$ cat config.mk
export PLATFORM = sky130hd
export DESIGN_NAME = pwr_seq_top
export DESIGN_NICKNAME = d
export VERILOG_FILES = /design/src/logic/pwr_seq_pkg.sv /design/src/logic/fault_monitor.sv /design/src/logic/pwr_seq_top.sv /design/src/logic/rail_input_cond.sv /design/src/logic/rail_output_map.sv /design/src/logic/rail_sequencer.sv /design/src/logic/status_regs.sv
export VERILOG_INCLUDE_DIRS = /design/src /design/src/include
export SDC_FILE = /design/constraint.sdc
export NUM_CORES = 1
export LEC_CHECK = 0
export CAP_MARGIN = 40
export CORE_ASPECT_RATIO = 0.75
export CORE_UTILIZATION = 45
export DETAILED_ROUTE_END_ITERATION = 12
export DONT_BUFFER_PORTS = 1
export PLACE_DENSITY = 0.66
export SYNTH_ARGS = -nofsm -noshare
export SYNTH_HDL_FRONTEND = slang
export SYNTH_SLANG_ARGS = --single-unit
export TNS_END_PERCENT = 10
$ cat constraint.sdc
create_clock -name clk_in -period 4.95 [get_ports clk_in]
set_input_delay 0.495 -clock clk_in [delete_from_list [all_inputs] [get_ports clk_in]]
set_output_delay 0.495 -clock clk_in [all_outputs]
set_load 0.01 [all_outputs]
$ cat src/include/pwr_seq_settings.svh
// Power sequencer settings
// Rail count, settle and wait limits, identity bytes
`ifndef PWR_SEQ_SETTINGS_SVH
`define PWR_SEQ_SETTINGS_SVH

// Number of sequenced rails
`define PWR_SEQ_N_RAILS 15

// Settle delay after power-good, in clk_in cycles
`define PWR_SEQ_DELAY_CYCLES 65536

// Longest wait for power-good after an enable
`define PWR_SEQ_WAIT_CYCLES 8388608

// Identity bytes, vendor ID spells "RCS "
`define PWR_SEQ_FPGA_VERSION 8'h06
`define PWR_SEQ_VENDOR_ID0 8'h52
`define PWR_SEQ_VENDOR_ID1 8'h43
`define PWR_SEQ_VENDOR_ID2 8'h53
`define PWR_SEQ_VENDOR_ID3 8'h20

`endif

$ cat src/logic/pwr_seq_pkg.sv
// Power sequencer types
// Rail vector and register port types shared by every block
`include "pwr_seq_settings.svh"

package pwr_seq_pkg;

	// Bit 0 is ATX, bit 14 is the second CPU's memory rail
	typedef logic [`PWR_SEQ_N_RAILS-1:0] rail_vec_t;

	typedef logic [7:0] reg_data_t;

	typedef enum logic [7:0] {
		VERSION = 8'h00,
		CLR_ERR = 8'h03,
		STATUS  = 8'h07,
		EN_LO   = 8'h08,
		EN_HI   = 8'h09,
		PG_LO   = 8'h0A,
		PG_HI   = 8'h0B,
		VID0    = 8'h0C,
		VID1    = 8'h0D,
		VID2    = 8'h0E,
		VID3    = 8'h0F,
		FAIL_LO = 8'h18,
		FAIL_HI = 8'h19
	} reg_addr_e;

endpackage

$ cat src/logic/fault_monitor.sv
// Fault monitor
// Flags a rail that is slow to report power-good or loses it after
// sequencing, latches the fault and records the rails that disagreed
`timescale 1ns/1ps
`include "pwr_seq_settings.svh"

module fault_monitor import pwr_seq_pkg::*; #(
	parameter int WAIT_CYCLES = `PWR_SEQ_WAIT_CYCLES
) (
	input  logic      clk_in,
	input  logic      arst_n,
	input  logic      sysen_sync,
	input  logic      clr_err,
	input  rail_vec_t en,
	input  rail_vec_t pg_sync,
	input  rail_vec_t delay_done,
	output logic      wait_err,
	output logic      operation_err,
	output logic      err_found,
	output rail_vec_t fail_detail
);
	localparam int WW = $clog2(WAIT_CYCLES + 1);

	logic [WW-1:0] w_count;
	logic          waiting;
	logic          pg_lost;
	logic          err_found_d;

	// Any enabled rail still missing power-good
	assign waiting = sysen_sync & ~err_found & (|(en & ~pg_sync));
	// A sequenced rail has dropped out
	assign pg_lost = |(delay_done & ~pg_sync);

	always_ff @(posedge clk_in or negedge arst_n) begin
		if (!arst_n) begin
			w_count       <= '0;
			wait_err      <= 1'b0;
			operation_err <= 1'b0;
			err_found     <= 1'b0;
			err_found_d   <= 1'b0;
			fail_detail   <= '0;
		end else if (clr_err) begin
			w_count       <= '0;
			wait_err      <= 1'b0;
			operation_err <= 1'b0;
			err_found     <= 1'b0;
			err_found_d   <= 1'b0;
			fail_detail   <= '0;
		end else begin
			err_found_d <= err_found;
			if (waiting) begin
				if (w_count == WW'(WAIT_CYCLES - 1)) begin
					w_count  <= '0;
					wait_err <= 1'b1;
				end else begin
					w_count <= w_count + 1'b1;
				end
			end else begin
				w_count <= '0;
			end
			if (pg_lost) begin
				operation_err <= 1'b1;
			end
			if (wait_err || operation_err) begin
				err_found <= 1'b1;
			end
			// Enables are still intact on the first fault cycle
			if (err_found && !err_found_d) begin
				fail_detail <= en ^ pg_sync;
			end
		end
	end

endmodule

$ cat src/logic/pwr_seq_top.sv
// Power sequencer top level
// Board controller rail sequencing for a dual-socket server
`timescale 1ns/1ps

module pwr_seq_top import pwr_seq_pkg::*; #(
	parameter int DELAY_CYCLES = `PWR_SEQ_DELAY_CYCLES,
	parameter int WAIT_CYCLES  = `PWR_SEQ_WAIT_CYCLES
) (
	input  logic      clk_in,
	input  logic      arst_n,
	input  logic      sysen,
	input  logic      debug_in,
	input  logic      cpub_present_n,
	input  logic      bmc_boot_complete_n,
	input  rail_vec_t pg_raw,
	input  logic      rd,
	input  reg_addr_e rd_addr,
	input  logic      wr,
	input  reg_addr_e wr_addr,
	output reg_data_t rd_data,
	output logic      rd_valid,
	output logic      atx_en_n,
	output logic      miscio_en,
	output logic      vdna_en,
	output logic      vdnb_en,
	output logic      avdd_en,
	output logic      vioa_en,
	output logic      viob_en,
	output logic      vdda_en,
	output logic      vddb_en,
	output logic      vcsa_en,
	output logic      vcsb_en,
	output logic      vppab_en,
	output logic      vppcd_en,
	output logic      vddrab_en,
	output logic      vttab_en,
	output logic      vddrcd_en,
	output logic      vttcd_en,
	output logic      sysgood,
	output logic      cpub_clk_oea,
	output logic      cpub_clk_oeb
);
	logic      sysen_sync;
	rail_vec_t pg_sync;
	rail_vec_t en;
	rail_vec_t delay_done;
	logic      wait_err;
	logic      operation_err;
	logic      err_found;
	rail_vec_t fail_detail;
	logic      clr_err;

	rail_input_cond i_input_cond (
		.clk_in, .arst_n, .sysen, .debug_in, .cpub_present_n,
		.pg_raw, .en, .sysen_sync, .pg_sync
	);

	rail_sequencer #(.DELAY_CYCLES(DELAY_CYCLES)) i_sequencer (
		.clk_in, .arst_n, .sysen_sync, .err_found, .pg_sync,
		.en, .delay_done
	);

	fault_monitor #(.WAIT_CYCLES(WAIT_CYCLES)) i_fault_monitor (
		.clk_in, .arst_n, .sysen_sync, .clr_err, .en, .pg_sync, .delay_done,
		.wait_err, .operation_err, .err_found, .fail_detail
	);

	rail_output_map i_output_map (
		.clk_in, .arst_n, .cpub_present_n, .bmc_boot_complete_n, .en, .delay_done,
		.atx_en_n, .miscio_en, .vdna_en, .vdnb_en, .avdd_en, .vioa_en, .viob_en,
		.vdda_en, .vddb_en, .vcsa_en, .vcsb_en, .vppab_en, .vppcd_en,
		.vddrab_en, .vttab_en, .vddrcd_en, .vttcd_en,
		.sysgood, .cpub_clk_oea, .cpub_clk_oeb
	);

	status_regs i_status_regs (
		.clk_in, .arst_n, .rd, .rd_addr, .wr, .wr_addr,
		.cpub_present_n, .sysen_sync, .wait_err, .operation_err, .err_found,
		.sysgood, .en, .pg_sync, .fail_detail,
		.rd_data, .rd_valid, .clr_err
	);

endmodule

$ cat src/logic/rail_input_cond.sv
// Rail input conditioning
// Debug override of the system enable, power-good fill for an absent
// second CPU, and two-flop synchronizers into clk_in
`timescale 1ns/1ps
`include "pwr_seq_settings.svh"

module rail_input_cond import pwr_seq_pkg::*; (
	input  logic      clk_in,
	input  logic      arst_n,
	input  logic      sysen,
	input  logic      debug_in,
	input  logic      cpub_present_n,
	input  rail_vec_t pg_raw,
	input  rail_vec_t en,
	output logic      sysen_sync,
	output rail_vec_t pg_sync
);
	// Rails 3, 6, 8, 10, 12 and 14 belong to the second CPU
	localparam rail_vec_t CPUB_RAILS = rail_vec_t'(16'h5548);

	logic      sysen_cond;
	rail_vec_t pg_cond;
	logic      sysen_s1;
	rail_vec_t pg_s1;

	// Pulling debug_in low powers the board without the BMC
	assign sysen_cond = sysen | ~debug_in;

	always_comb begin
		for (int i = 0; i < `PWR_SEQ_N_RAILS; i++) begin
			pg_cond[i] = pg_raw[i] | (CPUB_RAILS[i] & cpub_present_n & en[i]);
		end
	end

	always_ff @(posedge clk_in or negedge arst_n) begin
		if (!arst_n) begin
			sysen_s1   <= 1'b0;
			sysen_sync <= 1'b0;
			pg_s1      <= '0;
			pg_sync    <= '0;
		end else begin
			sysen_s1   <= sysen_cond;
			sysen_sync <= sysen_s1;
			pg_s1      <= pg_cond;
			pg_sync    <= pg_s1;
		end
	end

endmodule

$ cat src/logic/rail_output_map.sv
// Rail output map
// Registers the enable vector onto the board enable pins, gates the
// second CPU's rails on presence, drives system good and clock enables
`timescale 1ns/1ps
`include "pwr_seq_settings.svh"

module rail_output_map import pwr_seq_pkg::*; (
	input  logic      clk_in,
	input  logic      arst_n,
	input  logic      cpub_present_n,
	input  logic      bmc_boot_complete_n,
	input  rail_vec_t en,
	input  rail_vec_t delay_done,
	output logic      atx_en_n,
	output logic      miscio_en,
	output logic      vdna_en,
	output logic      vdnb_en,
	output logic      avdd_en,
	output logic      vioa_en,
	output logic      viob_en,
	output logic      vdda_en,
	output logic      vddb_en,
	output logic      vcsa_en,
	output logic      vcsb_en,
	output logic      vppab_en,
	output logic      vppcd_en,
	output logic      vddrab_en,
	output logic      vttab_en,
	output logic      vddrcd_en,
	output logic      vttcd_en,
	output logic      sysgood,
	output logic      cpub_clk_oea,
	output logic      cpub_clk_oeb
);
	logic cpub_on;

	assign cpub_on = ~cpub_present_n;

	always_ff @(posedge clk_in or negedge arst_n) begin
		if (!arst_n) begin
			atx_en_n     <= 1'b1;
			miscio_en    <= 1'b0;
			vdna_en      <= 1'b0;
			vdnb_en      <= 1'b0;
			avdd_en      <= 1'b0;
			vioa_en      <= 1'b0;
			viob_en      <= 1'b0;
			vdda_en      <= 1'b0;
			vddb_en      <= 1'b0;
			vcsa_en      <= 1'b0;
			vcsb_en      <= 1'b0;
			vppab_en     <= 1'b0;
			vppcd_en     <= 1'b0;
			vddrab_en    <= 1'b0;
			vttab_en     <= 1'b0;
			vddrcd_en    <= 1'b0;
			vttcd_en     <= 1'b0;
			sysgood      <= 1'b0;
			cpub_clk_oea <= 1'b0;
			cpub_clk_oeb <= 1'b0;
		end else begin
			// ATX supply enable is active low
			atx_en_n  <= ~en[0];
			miscio_en <= en[1];
			vdna_en   <= en[2];
			vdnb_en   <= en[3] & cpub_on;
			avdd_en   <= en[4];
			vioa_en   <= en[5];
			viob_en   <= en[6] & cpub_on;
			vdda_en   <= en[7];
			vddb_en   <= en[8] & cpub_on;
			vcsa_en   <= en[9];
			vcsb_en   <= en[10] & cpub_on;
			vppab_en  <= en[11];
			vppcd_en  <= en[12] & cpub_on;
			// Memory rails drive VDDR and VTT together
			vddrab_en <= en[13];
			vttab_en  <= en[13];
			vddrcd_en <= en[14] & cpub_on;
			vttcd_en  <= en[14] & cpub_on;
			sysgood   <= delay_done[`PWR_SEQ_N_RAILS-1] & ~bmc_boot_complete_n;
			cpub_clk_oea <= cpub_on;
			cpub_clk_oeb <= cpub_on;
		end
	end

endmodule

$ cat src/logic/rail_sequencer.sv
// Rail sequencer
// Chains the rail enables in order on power-up and in reverse order on
// power-down, with one shared settle counter after each power-good
`timescale 1ns/1ps
`include "pwr_seq_settings.svh"

module rail_sequencer import pwr_seq_pkg::*; #(
	parameter int DELAY_CYCLES = `PWR_SEQ_DELAY_CYCLES
) (
	input  logic      clk_in,
	input  logic      arst_n,
	input  logic      sysen_sync,
	input  logic      err_found,
	input  rail_vec_t pg_sync,
	output rail_vec_t en,
	output rail_vec_t delay_done
);
	localparam int N  = `PWR_SEQ_N_RAILS;
	localparam int CW = $clog2(DELAY_CYCLES + 1);

	logic [CW-1:0] d_count;
	rail_vec_t     settling;
	rail_vec_t     en_next;
	logic [3:0]    settle_idx;
	logic          settle_any;

	// Rails that are up but still in their settle delay
	assign settling   = en & pg_sync & ~delay_done;
	assign settle_any = |settling;

	// Lowest settling rail owns the counter
	always_comb begin
		settle_idx = '0;
		for (int i = N - 1; i >= 0; i--) begin
			if (settling[i]) begin
				settle_idx = 4'(i);
			end
		end
	end

	// A rail stays on while its successor still has power-good
	always_comb begin
		en_next[0] = sysen_sync | pg_sync[1];
		for (int k = 1; k < N - 1; k++) begin
			en_next[k] = (sysen_sync & delay_done[k-1]) | pg_sync[k+1];
		end
		en_next[N-1] = sysen_sync & delay_done[N-2];
	end

	always_ff @(posedge clk_in or negedge arst_n) begin
		if (!arst_n) begin
			en <= '0;
		end else begin
			en <= err_found ? '0 : en_next;
		end
	end

	always_ff @(posedge clk_in or negedge arst_n) begin
		if (!arst_n) begin
			d_count    <= '0;
			delay_done <= '0;
		end else if (!sysen_sync || err_found) begin
			d_count    <= '0;
			delay_done <= '0;
		end else if (settle_any) begin
			if (d_count == CW'(DELAY_CYCLES - 1)) begin
				d_count                <= '0;
				delay_done[settle_idx] <= 1'b1;
			end else begin
				d_count <= d_count + 1'b1;
			end
		end else begin
			d_count <= '0;
		end
	end

endmodule

$ cat src/logic/status_regs.sv
// Status register port
// Byte-wide read port over the sequencer state with a one-cycle read
// latency, and a write strobe that clears a latched fault
`timescale 1ns/1ps
`include "pwr_seq_settings.svh"

module status_regs import pwr_seq_pkg::*; (
	input  logic      clk_in,
	input  logic      arst_n,
	input  logic      rd,
	input  reg_addr_e rd_addr,
	input  logic      wr,
	input  reg_addr_e wr_addr,
	input  logic      cpub_present_n,
	input  logic      sysen_sync,
	input  logic      wait_err,
	input  logic      operation_err,
	input  logic      err_found,
	input  logic      sysgood,
	input  rail_vec_t en,
	input  rail_vec_t pg_sync,
	input  rail_vec_t fail_detail,
	output reg_data_t rd_data,
	output logic      rd_valid,
	output logic      clr_err
);
	reg_data_t status_byte;

	assign status_byte = {2'b00, ~cpub_present_n, wait_err, operation_err,
		err_found, sysen_sync, sysgood};

	always_ff @(posedge clk_in or negedge arst_n) begin
		if (!arst_n) begin
			rd_valid <= 1'b0;
			clr_err  <= 1'b0;
		end else begin
			rd_valid <= rd;
			clr_err  <= wr && (wr_addr == CLR_ERR);
		end
	end

	// Read data only moves on a strobe
	always_ff @(posedge clk_in) begin
		if (rd) begin
			case (rd_addr)
				VERSION: rd_data <= `PWR_SEQ_FPGA_VERSION;
				CLR_ERR: rd_data <= 8'hFF;
				STATUS:  rd_data <= status_byte;
				EN_LO:   rd_data <= en[7:0];
				EN_HI:   rd_data <= {1'b0, en[14:8]};
				PG_LO:   rd_data <= pg_sync[7:0];
				PG_HI:   rd_data <= {1'b0, pg_sync[14:8]};
				VID0:    rd_data <= `PWR_SEQ_VENDOR_ID0;
				VID1:    rd_data <= `PWR_SEQ_VENDOR_ID1;
				VID2:    rd_data <= `PWR_SEQ_VENDOR_ID2;
				VID3:    rd_data <= `PWR_SEQ_VENDOR_ID3;
				FAIL_LO: rd_data <= fail_detail[7:0];
				FAIL_HI: rd_data <= {1'b0, fail_detail[14:8]};
				default: rd_data <= 8'h00;
			endcase
		end
	end

endmodule

### After elaboration in Yosys (flattened, before gate mapping)

Index checks and enable logic that the tools add are counted.

| word-level totals | value |
|---|---|
| register bits | 149 |
| input port bits | 39 |
| output and inout port bits | 29 |
| word-level logic and storage cells | 173 |

| cells by class | value |
|---|---|
| add/subtract/negate cells | 2 |
| magnitude comparators | 2 |
| equal/unequal tests | 15 |
| muxes and demuxes | 38 |
| bitwise logic cells | 63 |
| reductions and logical operators | 20 |

Operators with widths:

| cell | number |
|---|---|
| $pmux 8 s13 | 1 |
| $mux 15 | 6 |
| $mux 24 | 3 |
| $eq 8x4->1 const B | 8 |
| $and 15x15->15 | 4 |
| $mux 4 | 15 |
| $mux 17 | 3 |
| $reduce_or 15->1 | 3 |
| $not 15->15 | 2 |
| $and 1x1->1 | 29 |
| $add 24x1->24 const B | 1 |
| $eq 24x23->1 const B | 1 |
| $or 1x1->1 | 21 |
| $add 17x1->17 const B | 1 |
| $eq 17x16->1 const B | 1 |
| $eq 8x2->1 const B | 2 |
| $eq 8x5->1 const B | 2 |
| $or 15x15->15 | 1 |
| $xor 15x15->15 | 1 |
| $reduce_bool 2->1 | 7 |
| $mux 1 | 9 |
| $eq 8x3->1 const B | 1 |
| $logic_not 8->1 | 1 |
| $lt 4x5->1 const B | 1 |
| 7 further kinds | 16 |

### Longest topological paths before layout

Gate-level depths: netlist of the first run.

| depth | value |
|---|---|
| depth in word-level cells | 25 |
| gate-level depth with buffers | 8 |
| mapped depth without buffers | 7 |

### Hierarchy

From an unflattened synthesis of the first run, not the netlist that was laid out.

| unflattened totals | value |
|---|---|
| cell total of the unflattened synthesis | 659 |
| area total of the unflattened synthesis | 6,986.7 um^2 |

Modules (own cells, without submodules):

| module | instances | cells each | area each (um^2) | seq. area each (um^2) |
|---|---|---|---|---|
| fault_monitor | 1 | 246 | 2,333.5 | 1,076.0 |
| rail_sequencer | 1 | 226 | 2,289.7 | 1,176.1 |
| status_regs | 1 | 119 | 1,011.0 | 290.3 |
| rail_input_cond | 1 | 39 | 852.1 | 800.8 |
| rail_output_map | 1 | 29 | 500.5 | 426.7 |

### Worst setup path after synthesis of the first run

OpenSTA, ideal clock, no wires.

| path | value |
|---|---|
| path type | flip-flop to flip-flop |
| from | register i_sequencer.en[3] |
| to | register i_sequencer.d_count[11] |
| arrival | 1,825 ps |
| required time | 4,829 ps |
| setup slack | 3,004 ps |
| cell stages (with the launch flop) | 9 |
| buffers on the path | 1 |
| cells stage by stage | dfrtp_1 > ha_1 > nor2b_1 > nor2_1 > nand4_1 > o31ai_2 > a21o_1 > buf_2 > nor2_1 |

| between the ends | value |
|---|---|
| cells in the longest elaborated chain, start to end | 5 |

RTL lines:

| what | line | source |
|---|---|---|
| from (decl) | rail_sequencer.sv:15 | `output rail_vec_t en,` |
| from (signal assigned) | rail_sequencer.sv:54 | `en <= err_found ? '0 : en_next;` |
| $and 15x15->15 (2 in a row) | rail_sequencer.sv:28 | `assign settling = en & pg_sync & ~delay_done;` |
| $reduce_or 15->1 | rail_sequencer.sv:29 | `assign settle_any = \|settling;` |
| $mux 17 | rail_sequencer.sv:65 | `end else if (settle_any) begin` |
| $mux 17 | rail_sequencer.sv:62 | `end else if (!sysen_sync \|\| err_found) begin` |
| to (signal assigned) | rail_sequencer.sv:70 | `d_count <= d_count + 1'b1;` |
| to (decl) | rail_sequencer.sv:21 | `logic [CW-1:0] d_count;` |

No other way between the ends.
A chain may end at the register's enable or synchronous reset.

### Final worst setup path of the first run

| path | value |
|---|---|
| from | register i_input_cond.sysen_sync |
| to | register i_fault_monitor.w_count[23] |

| between the ends | value |
|---|---|
| cells in the longest elaborated chain, start to end | 4 |

RTL lines:

| what | line | source |
|---|---|---|
| from (decl) | rail_input_cond.sv:15 | `output logic sysen_sync,` |
| from (signal assigned) | rail_input_cond.sv:43 | `sysen_sync <= sysen_s1;` |
| $and 1x1->1 (2 in a row) | fault_monitor.sv:30 | `assign waiting = sysen_sync & ~err_found & (\|(en & ~pg_sync));` |
| $mux 24 | fault_monitor.sv:51 | `if (waiting) begin` |
| $mux 24 | fault_monitor.sv:42 | `end else if (clr_err) begin` |
| to (signal assigned) | fault_monitor.sv:56 | `w_count <= w_count + 1'b1;` |
| to (decl) | fault_monitor.sv:24 | `logic [WW-1:0] w_count;` |

No other way between the ends.

==> results.txt, run 1 <==
Status: completed
Pin count of the biggest net entering global routing: 142
Clock transition at path regs: 0.06 ns
Worst-path cell chain: inv_1 -> nor2_2 -> nand3b_1 -> or2_4 -> nor2_1
Vias/cell: 5.793
Die Y-Extent: 109.0 um
Final period util: 48.78%
Die area: 0.01576 sq mm
Worst-Skew Late Latency: 0.43 ns
HPWL after DPL: 11690 um
Cell internal pwr: 2.265 mW
# diodes: 0
Max Cap Viol: 0
Number of gates resized after cts: 0
Clock buffer count from CTS: 17
Setup CP Type: reg -> reg
Post-synth ARST share: 94.63%
Endpoints failing hold: 0
CP max stage cell: dfrtp_1
CP top delay family: simple AND/OR/NAND/NOR gates
Nets@finish: 717
Met3 WL: 1331 um
Crit path launch type: flop
Post-synth EDFFs: 8
CTS tree: yes
Buf+Inv Stages, Crit Path: 1
Post-Syn Area: 0.006865 sq mm
First-pass GRT wire length: 26300 um
Leak Pwr: 3.397 nW
Routed vias: 4976
Count of cell types in the netlist: 59
Global-route usage over all layers: 22.90%
DRC Markers: 0
Fmax achieved: 414.1 MHz
DR pass1 iterations: 5
Number of global-route vias before repair: 4866
Syn Area/Cell: 10.53 sq um
H-tree levels: 4
Post-DP Area: 0.006980 sq mm
Synthesis-to-layout area growth: 11.70%
Row count: 38
Sw Pwr: 703.7 uW
Net Sw Frac: 23.70%
DRT iter0 DRCs: 502
Crit. Startpoint: i_input_cond.sysen_sync
Cells after Synth: 652
Clk sink count: 149
Crit path time final: 2.415 ns
# port buffers: 0
RSZ-0062 raised after global routing: false
R2R Setup Slk: 2.54 ns
Sequential-to-total area share from yosys stat: 54.91%
Power share of the clock group: 48.4%
Worst hold path class: in -> async
Share of layout cells above drive strength 1: 7.891%
Initial antenna violation count: 0
Most frequent cells in the layout: dfrtp_1, nor2_1, nand2_1, ha_1, inv_1
Synth Register Bits: 149
Starting Density: 46.73%
Setup-failing EPs final: 0
Antenna Nets Post-Route: 0
Routed wire length: 16430 um
I/O Pins: 68
Net Count, Synth: 723
VDD IR max: 0.2534 mV
DR top layer: met4
Commonest register cell after synthesis: dfrtp_1
Worst setup EP type: flop
Worst r2r src: i_input_cond.sysen_sync
Setup total negative slack: 0 ns
CTS max path bufs: 2
Sequential share of power: 45.5%
Clock root cell: clkbuf_16
PD cells: 387.1 mW/mm^2
Final Max Tran Viols: 0
Logic gate share of total power: 6.1%
Met1 WL: 7848 um
Max stage delay on crit path: 0.67 ns
Design area: 0.007669 sq mm
Synth warn: 0
GRT Residual Overflow: 0
Critical Path RT: 5.30 ns
Routability Congestion: 0.9141
Placeable Area: 0.01469 sq mm
Die X: 144.6 um
Commonest non-fill, non-tap cell in the layout: dfrtp_1
Slew headroom: 40.45%
DR WL/cell: 19.13 um
DR WL met2: 6957 um
Critical Path Fanout Max: 22
CP arrival: 2.76 ns
Worst slew pin tran: 0.8851 ns
Worst Skew: 0.006915 ns
cells in the mapped netlist (3+ instances only):
cell / instances / area [sq um]
a31oi_1: 5 / 31.28
buf_4: 3 / 22.52
nand2_1: 46 / 172.7
nor3_1: 12 / 60.06
o22ai_1: 4 / 25.02
clkbuf_1: 14 / 52.55
xnor2_1: 13 / 113.9
a21o_1: 8 / 60.06
mux2i_1: 5 / 50.05
edfxtp_1: 8 / 240.2
nand3_1: 19 / 95.09
and3_1: 4 / 25.02
nand4_1: 14 / 87.58
nor2_1: 91 / 341.6
a211oi_1: 11 / 82.58
or3_1: 4 / 25.02
nor2_2: 9 / 56.30
and2_1: 3 / 18.77
nor4_1: 5 / 31.28
o31ai_1: 6 / 45.04
a21oi_1: 30 / 150.1
nand3b_1: 5 / 37.54
xor2_1: 21 / 183.9
dfrtp_1: 140 / 3503
inv_1: 31 / 116.4
a221o_1: 5 / 50.05
ha_1: 32 / 400.4
buf_1: 4 / 15.01
o21ai_0: 20 / 100.1
a221oi_1: 4 / 35.03
and4_1: 4 / 35.03
nand2b_1: 11 / 68.82
nor2b_1: 17 / 106.4
buf_2: 3 / 15.01
a32o_1: 5 / 50.05
a22o_1: 6 / 52.55
layer usage:
layer / up-vias / track usage (%)
met5: - / 0
met2: 237 / 32.62
met1: 2460 / 33.16
li1: 2254 / -
met4: 0 / 8.647
met3: 25 / 6.017
layout make-up:
class / instances / area [sq um]
inverter: 31 / 116.4
tap: 200 / 250.2
multi-input combinational: 445 / 2836
sequential: 149 / 3770
clock inverter: 14 / 221.5
timing repair buffer: 2 / 35.03
clock buffer: 18 / 439.2
fill: 1272 / 7023
power by group through the flow:
| stage | registers (mW) | clock network [mW] | logic, mW |
|---|---|---|---|
| 2_1_floorplan | 1.35 | 0 | 0.134 |
| 3_3_place_gp | 1.37 | 0 | 0.151 |
| 3_5_place_dp | 1.37 | 0 | 0.155 |
| 4_1_cts | 1.35 | 1.46 | 0.182 |
| 5_1_grt | 1.36 | 1.52 | 0.207 |
| 6_report | 1.35 | 1.44 | 0.181 |
worst register-to-register path: stages, from the launching register on:
cell and delay, ns:
dfrtp_1 0.67, inv_1 0.19, nor2_2 0.60, nand3b_1 0.30
or2_4 0.44, nor2_1 0.15
repair_timing:
action	CTS	global route
buffers inserted	0	0
endpoints found under the hold margin	141	0
hold buffers	1	0
flip-flops by register name (all words and copies together) (netlist names), 8 cells and up:
| signal | cells |
|---|---|
| i_sequencer.d_count | 17 |
| i_status_regs.rd_data | 8 |
| i_input_cond.pg_s1 | 15 |
| i_fault_monitor.w_count | 24 |
| i_input_cond.pg_sync | 15 |
| i_fault_monitor.fail_detail | 15 |
| i_sequencer.en | 15 |
| i_sequencer.delay_done | 15 |
logic make-up after synthesis:
group                      share of synthesized area [%]
adders and majority gates                          5.832
muxes                                              1.057
xor gates and xnor gates                           4.338
buffers and inverters                              3.772
DFF                                                54.91
AOI/OAI and AO/OA                                  11.92
and+or+nand+nor                                    18.17
stage by stage:
stage	total power [mW]	hold WS (ns)	worst slack (ns)	std cells	utilization [%]
after CTS	2.994	0.07660	2.574	859	52.20
final	2.969	0.01911	2.535	859	52.20
after global placement	1.519	0.2031	2.564	826	47.51
after detailed placement	1.527	0.2026	2.589	826	47.51
after floorplan	1.481	0.1994	3.004	652	-
after global routing	3.081	0.07187	2.367	859	52.20
path summary, 6_finish.rpt:
kind                       cells after the start                     endpoint
min reg2reg                                    0      i_input_cond.pg_sync[9]
max reg2reg                                    5  i_fault_monitor.w_count[23]
min                                            1    i_output_map.cpub_clk_oea
max in group asynchronous                      1       i_status_regs.rd_valid
max                                            5  i_fault_monitor.w_count[23]
min in group clk_in                            0       i_input_cond.pg_s1[13]
Power figures use the tool's default switching activity.
==> run 2, diff against run 1 <==
--- a/config.mk
+++ b/config.mk
@@ -6,6 +6,7 @@
 export SDC_FILE = /design/constraint.sdc
 export NUM_CORES = 1
 export LEC_CHECK = 0
+export ABC_AREA = 1
 export CAP_MARGIN = 40
 export CORE_ASPECT_RATIO = 0.75
 export CORE_UTILIZATION = 45
==> constraint.sdc (replaced) <==
create_clock -name clk_in -period 2.44 [get_ports clk_in]
set_input_delay 0.244 -clock clk_in [delete_from_list [all_inputs] [get_ports clk_in]]
set_output_delay 0.244 -clock clk_in [all_outputs]
set_load 0.01 [all_outputs]
==> run 2 against run 1 <==
Compared with the run above:
- the flow now finishes with violations (hold timing)
- worst hold slack worse by 0.50 ns
- largest cell class unchanged
- global-route usage up 0.65 points
- largest power group is now sequential cells
- wire length up 4.7%
- maximum frequency up 8.8%
==> results.txt, run 2 <==
DR WL/cell: 18.03 um
Placeable Area: 0.01474 sq mm
Top cells by area, synth: dfrtp_1, nand2_1, ha_1
DR pass1 iterations: 5
Die area: 0.01586 sq mm
Top-count cell post-synth: dfrtp_1
H-tree levels: 4
Largest area contributor in the netlist: dfrtp_1
Power share of the clock group: 46.3%
Critical Path Fanout Max: 23
Largest reg by FF count: i_fault_monitor.w_count
Clock transition at path regs: 0.06 ns
Die X: 145.1 um
Cells on worst reg2reg path: 5
Commonest register cell after synthesis: dfrtp_1
Met1 global-route usage: 35.30%
Place WS: 0.2566 ns
Synth cell count leaders: dfrtp_1, nand2_1, inv_1
Count of cell types in the netlist: 49
Worst Skew: 0.007068 ns
Sequential share of power: 48.1%
Min Hold Slack: -0.4836 ns
GR Util met2: 32.42%
Vias/cell: 5.378
RSZ-0062 raised after global routing: false
Most frequent cells in the layout: dfrtp_1, nand2_1, inv_1, nor2_1, ha_1
CTS max path bufs: 2
Post-synth top area share: 50.70%
Post-CTS Setup Bufs: 0
Sequential-to-total area share from yosys stat: 54.55%
I/O Pins: 68
Final period util: 90.94%
R2r endpoint: i_fault_monitor.w_count[18]
Post-Syn Area: 0.006910 sq mm
# port buffers: 0
Die Y-Extent: 109.3 um
Met3 Track Usage GR: 7.095%
Antenna Nets Post-Route: 0
Synthesis-to-layout area growth: 14.81%
Failing checks: hold timing
R2R Setup Slk: 0.22 ns
Synth warn: 0
Logic gate share of total power: 5.6%
Post-synth ARST share: 94.63%
Slew headroom: 54.96%
Initial antenna violation count: 0
Starting Density: 46.88%
CTS Hold Bufs: 23
DRC Markers: 0
Synth Register Bits: 149
Number of global-route vias before repair: 4955
Status: finished with violations
Final setup margin: 0.2210 ns
# fillers: 1319
VDD IR max: 0.5167 mV
Fmax achieved: 450.7 MHz
Sw Pwr: 1.318 mW
CP arrival: 2.51 ns
Critical Path RT: 2.73 ns
Setup CP Type: reg -> reg
Crit path time final: 2.219 ns
Row count: 38
Worst r2r src: i_sequencer.en[9]
Net Count, Synth: 776
Clock buffer count from CTS: 17
Share of layout cells above drive strength 1: 12.60%
Register Area: 0.003770 sq mm
# diodes: 0
PD cells: 712.4 mW/mm^2
Cells after Synth: 705
Max reg flops: 24
Routed wire length: 17200 um
Leak Pwr: 3.712 nW
Worst slew pin tran: 0.6739 ns
CTS tree: yes
Worst setup EP type: flop
Endpoints failing hold: 141
HPWL after DPL: 12340 um
Post-synth EDFFs: 8
Max Cap Viol: 0
Clk sink count: 149
GRT Max-Usage Layer: met1
Crit path launch type: flop
Syn Area/Cell: 9.802 sq um
Global-route usage over all layers: 23.55%
Setup total negative slack: 0 ns
Clock root cell: clkbuf_16
Setup-failing EPs final: 0
GRT Residual Overflow: 0
Routed vias: 5131
Cell internal pwr: 4.333 mW
Worst hold path class: in -> async
Final Max Tran Viols: 0
Multi-input gate area: 0.002660 sq mm
Routability Congestion: 0.9484
Worst-Skew Late Latency: 0.42 ns
Pin count of the biggest net entering global routing: 142
Nets@finish: 812
First-pass GRT wire length: 27590 um
DRT iter0 DRCs: 529
Biggest regs: i_fault_monitor.w_count (24), i_sequencer.d_count (17)
Commonest non-fill, non-tap cell in the layout: dfrtp_1
Net Sw Frac: 23.33%
## run 2: cell count changes after synthesis, sizes merged, moves of 8 or more
cell,change
nor3b,+9
nor2,-17
clkbuf,-9
inv,+75
nand2b,-11
a21o,-8
nor2b,-17
o22ai,+24
nand2,+81
a21oi,-15
xor2,-10
## run 2: stage by stage
| stage | power [mW] | instances | util (%) | hold slack [ns] | instance area, sq um |
|---|---|---|---|---|---|
| after CTS | 5.685 | 954 | 53.78 | -0.5058 | 7926 |
| after global placement | 3.025 | 899 | 48.25 | -0.04701 | 7112 |
| after floorplan | 2.934 | 705 | - | -0.05159 | 6910 |
| after detailed placement | 3.034 | 899 | 48.25 | -0.04782 | 7112 |
| final | 5.652 | 954 | 53.83 | -0.4836 | 7934 |
| after global routing | 5.862 | 954 | 53.83 | -0.5022 | 7934 |
## run 2: worst max-delay path, stage by stage (launching register included)
cell     delay [ns]
dfrtp_1        0.46
ha_1           0.24
nor4_1         0.51
a41oi_1        0.34
nand2_4        0.42
nor3b_1        0.11
## run 2: kinds of logic after synthesis
group / after synthesis / synth area share [%]
AOI/OAI and AO/OA: 97 / 9.017
and+or+nand+nor: 291 / 21.29
buffers and inverters: 118 / 7.061
DFF: 149 / 54.55
adders and majority gates: 32 / 5.794
xor gates and xnor gates: 18 / 2.281
## run 2: worst max-delay path by stage
stage | startpoint | end | slack, ns | depth (start not counted)
after floorplan | i_fault_monitor.w_count[0] | i_fault_monitor.w_count[16] | 0.61 | 15
after global placement | i_sequencer.en[13] | i_sequencer.delay_done[10] | 0.29 | 18
after detailed placement | i_sequencer.en[0] | i_sequencer.d_count[3] | 0.26 | 9
after CTS | i_sequencer.en[0] | i_sequencer.d_count[3] | 0.20 | 9
after global routing | i_fault_monitor.w_count[0] | i_fault_monitor.w_count[18] | 0.01 | 14
final | i_sequencer.en[9] | i_fault_monitor.w_count[18] | 0.22 | 5
## run 2: cell type report
cell class	instances	area share [%]
inverter	107	5.062
clock buffer	21	5.804
timing repair buffer	28	3.375
tap	200	3.154
clock inverter	11	1.561
sequential	149	47.52
multi-input combinational	438	33.53
## run 2: what timing repair did
action | 4_1_cts | 5_1_grt
endpoints found under the setup margin | 0 | 2
resized for setup | 0 | 2
hold endpoints to repair | 174 | 141
## run 2: per-layer routing
layer / vias to the layer above / wire [um]
li1: 2400 / -
met1: 2492 / 8457
met2: 219 / 7019
met3: 20 / 1477
met4: 0 / 241
met5: - / 0
## run 2: power groups by stage
stage                     clock network (mW)  logic (mW)  registers [mW]
after global placement                     0       0.265            2.76
after CTS                               2.66       0.306            2.72
after detailed placement                   0       0.271            2.76
final                                   2.61       0.317            2.72
after global routing                    2.77       0.358            2.73
after floorplan                            0       0.189            2.74
==> run 3, diff against run 2 <==
--- a/config.mk
+++ b/config.mk
@@ -9,6 +9,7 @@
 export ABC_AREA = 1
 export CAP_MARGIN = 40
 export CORE_ASPECT_RATIO = 0.75
+export CORE_MARGIN = 5
 export CORE_UTILIZATION = 45
 export DETAILED_ROUTE_END_ITERATION = 12
 export DONT_BUFFER_PORTS = 1
==> run 3 against run 2 <==
Compared with the run above:
- the run still ends with hold timing left
- combinational power up 2%
- global-route usage down 3.9 points
- setup slack worse by 0.0016 ns
- sequential power about the same
- first-iteration DRC count down 6.2%
- sequential share of layout area down 0.34 points
- clock power up 6%
- critical path depth up 1
- worst hold slack better by 0.0048 ns
- wire length down 0.15%
==> results.txt, run 3 (same netlist as run 2, synthesis figures left out) <==
Die Y-Extent: 117.3 um
PD cells: 727.5 mW/mm^2
Die X: 153.1 um
Crit path launch type: flop
Clock buffer count from CTS: 17
Clock root cell: clkbuf_16
Final period util: 91.01%
Leak Pwr: 3.747 nW
GRT Residual Overflow: 0
Endpoints failing hold: 141
Worst setup EP type: flop
Global-route usage over all layers: 19.69%
Critical Path RT: 2.73 ns
CTS tree: yes
VDD IR max: 0.4329 mV
Row count: 39
Min Hold Slack: -0.4788 ns
Initial antenna violation count: 0
Synthesis-to-layout area growth: 15.64%
Place WS: 0.2284 ns
CP arrival: 2.51 ns
Final setup margin: 0.2193 ns
DR pass1 iterations: 5
CP max stage cell: dfrtp_1
DR WL/cell: 17.89 um
Die area: 0.01796 sq mm
Buf+Inv Stages, Crit Path: 1
Critical Path Fanout Max: 23
Largest reg by FF count: i_fault_monitor.w_count
Worst slew pin tran: 0.6266 ns
Setup total negative slack: 0 ns
Final Max Tran Viols: 0
Setup CP Type: reg -> reg
Max Cap Viol: 0
# diodes: 0
Routed wire length: 17170 um
Biggest regs: i_fault_monitor.w_count (24), i_sequencer.d_count (17)
Worst hold path class: in -> async
Placed cells: 905
Vias/cell: 5.318
DRC Markers: 0
HPWL after DPL: 12830 um
Clk sink count: 149
Fmax achieved: 450.3 MHz
I/O Pins: 68
Max stage delay on crit path: 0.52 ns
CTS Hold Bufs: 23
CP top delay family: simple AND/OR/NAND/NOR gates
Worst-path cell chain: inv_1 -> ha_1 -> nor4_1 -> a41oi_1 -> nand2_4 -> nor3b_1
Slew headroom: 57.84%
Placeable Area: 0.01513 sq mm
Clock transition at path regs: 0.06 ns
Status: finished with violations
Number of standard cells in the final layout excluding fillers: 960
Starting Density: 45.68%
Setup-failing EPs final: 0
RSZ-0062 raised after global routing: false
Share of layout cells above drive strength 1: 12.85%
# port buffers: 0
Worst-Skew Late Latency: 0.42 ns
Commonest non-fill, non-tap cell in the layout: dfrtp_1
CTS max path bufs: 2
Pin count of the biggest net entering global routing: 142
Pwr Total: 5.813 mW
Number of global-route vias before repair: 5095
Worst Skew: 0.01134 ns
Routability Congestion: 1.001
Antenna Nets Post-Route: 0
DRT iter0 DRCs: 496
Failing checks: hold timing
Crit path time final: 2.221 ns
H-tree levels: 4
Nets@finish: 813
Most frequent cells in the layout: dfrtp_1, nand2_1, inv_1, nor2_1, ha_1
Max reg flops: 24
Routed vias: 5105
First-pass GRT wire length: 27420 um
Post-CTS Setup Bufs: 0
[run 3: cell types whose count changed in the layout (fill, tap and decap cells not counted)]
cell / change
clkinv_4: +3
clkinvlp_4: -3
bufinv_16: +2
clkbuf_8: -2
buf_4: +1
clkbuf_1: -1
inv_4: -1
inv_6: +1
inv_8: +1
nand2_1: -1
nand2_2: +1
nand3_1: +1
nand3_2: -1
[run 3: final timing paths]
check	startpoint	end	slack [ns]	cells after the start
worst max register to register	i_input_cond.pg_sync[3]	i_fault_monitor.w_count[18]	0.22	6
min in group clk_in	cpub_present_n	i_output_map.cpub_clk_oea	0.07	1
max in group asynchronous	arst_n	i_output_map.atx_en_n	2.72	0
worst max-delay path	i_input_cond.pg_sync[3]	i_fault_monitor.w_count[18]	0.22	6
worst min-delay path	arst_n	i_fault_monitor.w_count[14]	-0.48	0
worst min register to register	i_input_cond.pg_s1[11]	i_input_cond.pg_sync[11]	0.35	0
[run 3: metrics by stage]
step | instance area [sq um] | hold WS (ns) | utilization, %
detailed placement | 7126 | -0.04633 | 47.11
CTS | 7986 | -0.5040 | 52.80
floorplan | 6910 | -0.05159 | -
finish | 7991 | -0.4788 | 52.83
global route | 7991 | -0.5147 | 52.83
global placement | 7126 | -0.04560 | 47.11
[run 3: cell type report]
| class | instances | area (sq um) |
|---|---|---|
| Sequential cell | 149 | 3770 |
| Timing Repair Buffer | 29 | 275.3 |
| Inverter | 107 | 401.6 |
| Clock inverter | 14 | 201.4 |
| Clock buffer | 18 | 429.2 |
| Tap cell | 205 | 256.5 |
| Multi-Input combinational cell | 438 | 2658 |
| Fill cell | 1373 | 7136 |
[run 3: metal layers]
metal  vias to the layer above  routed length (um)  global-route usage (%)
met4                         0                 228                   6.121
met2                       195                6950                   26.05
met3                        22                1789                   8.652
met5                         -                   0                       0
li1                       2403                   -                       -
met1                      2485                8202                   28.84
[run 3: where the power goes]
group	leakage [nW]	total (mW)	internal [mW]	switching (mW)
Clock	0.307	2.76	1.73	1.04
Sequential	1.93	2.73	2.66	0.0694
Combinational	1.51	0.323	0.115	0.208
Total	3.75	5.81	4.50	1.32
[run 3: timing repair]
action,in CTS,in global routing
setup endpoints to repair,0,8
endpoints found under the hold margin,174,141
gates resized for setup,0,2
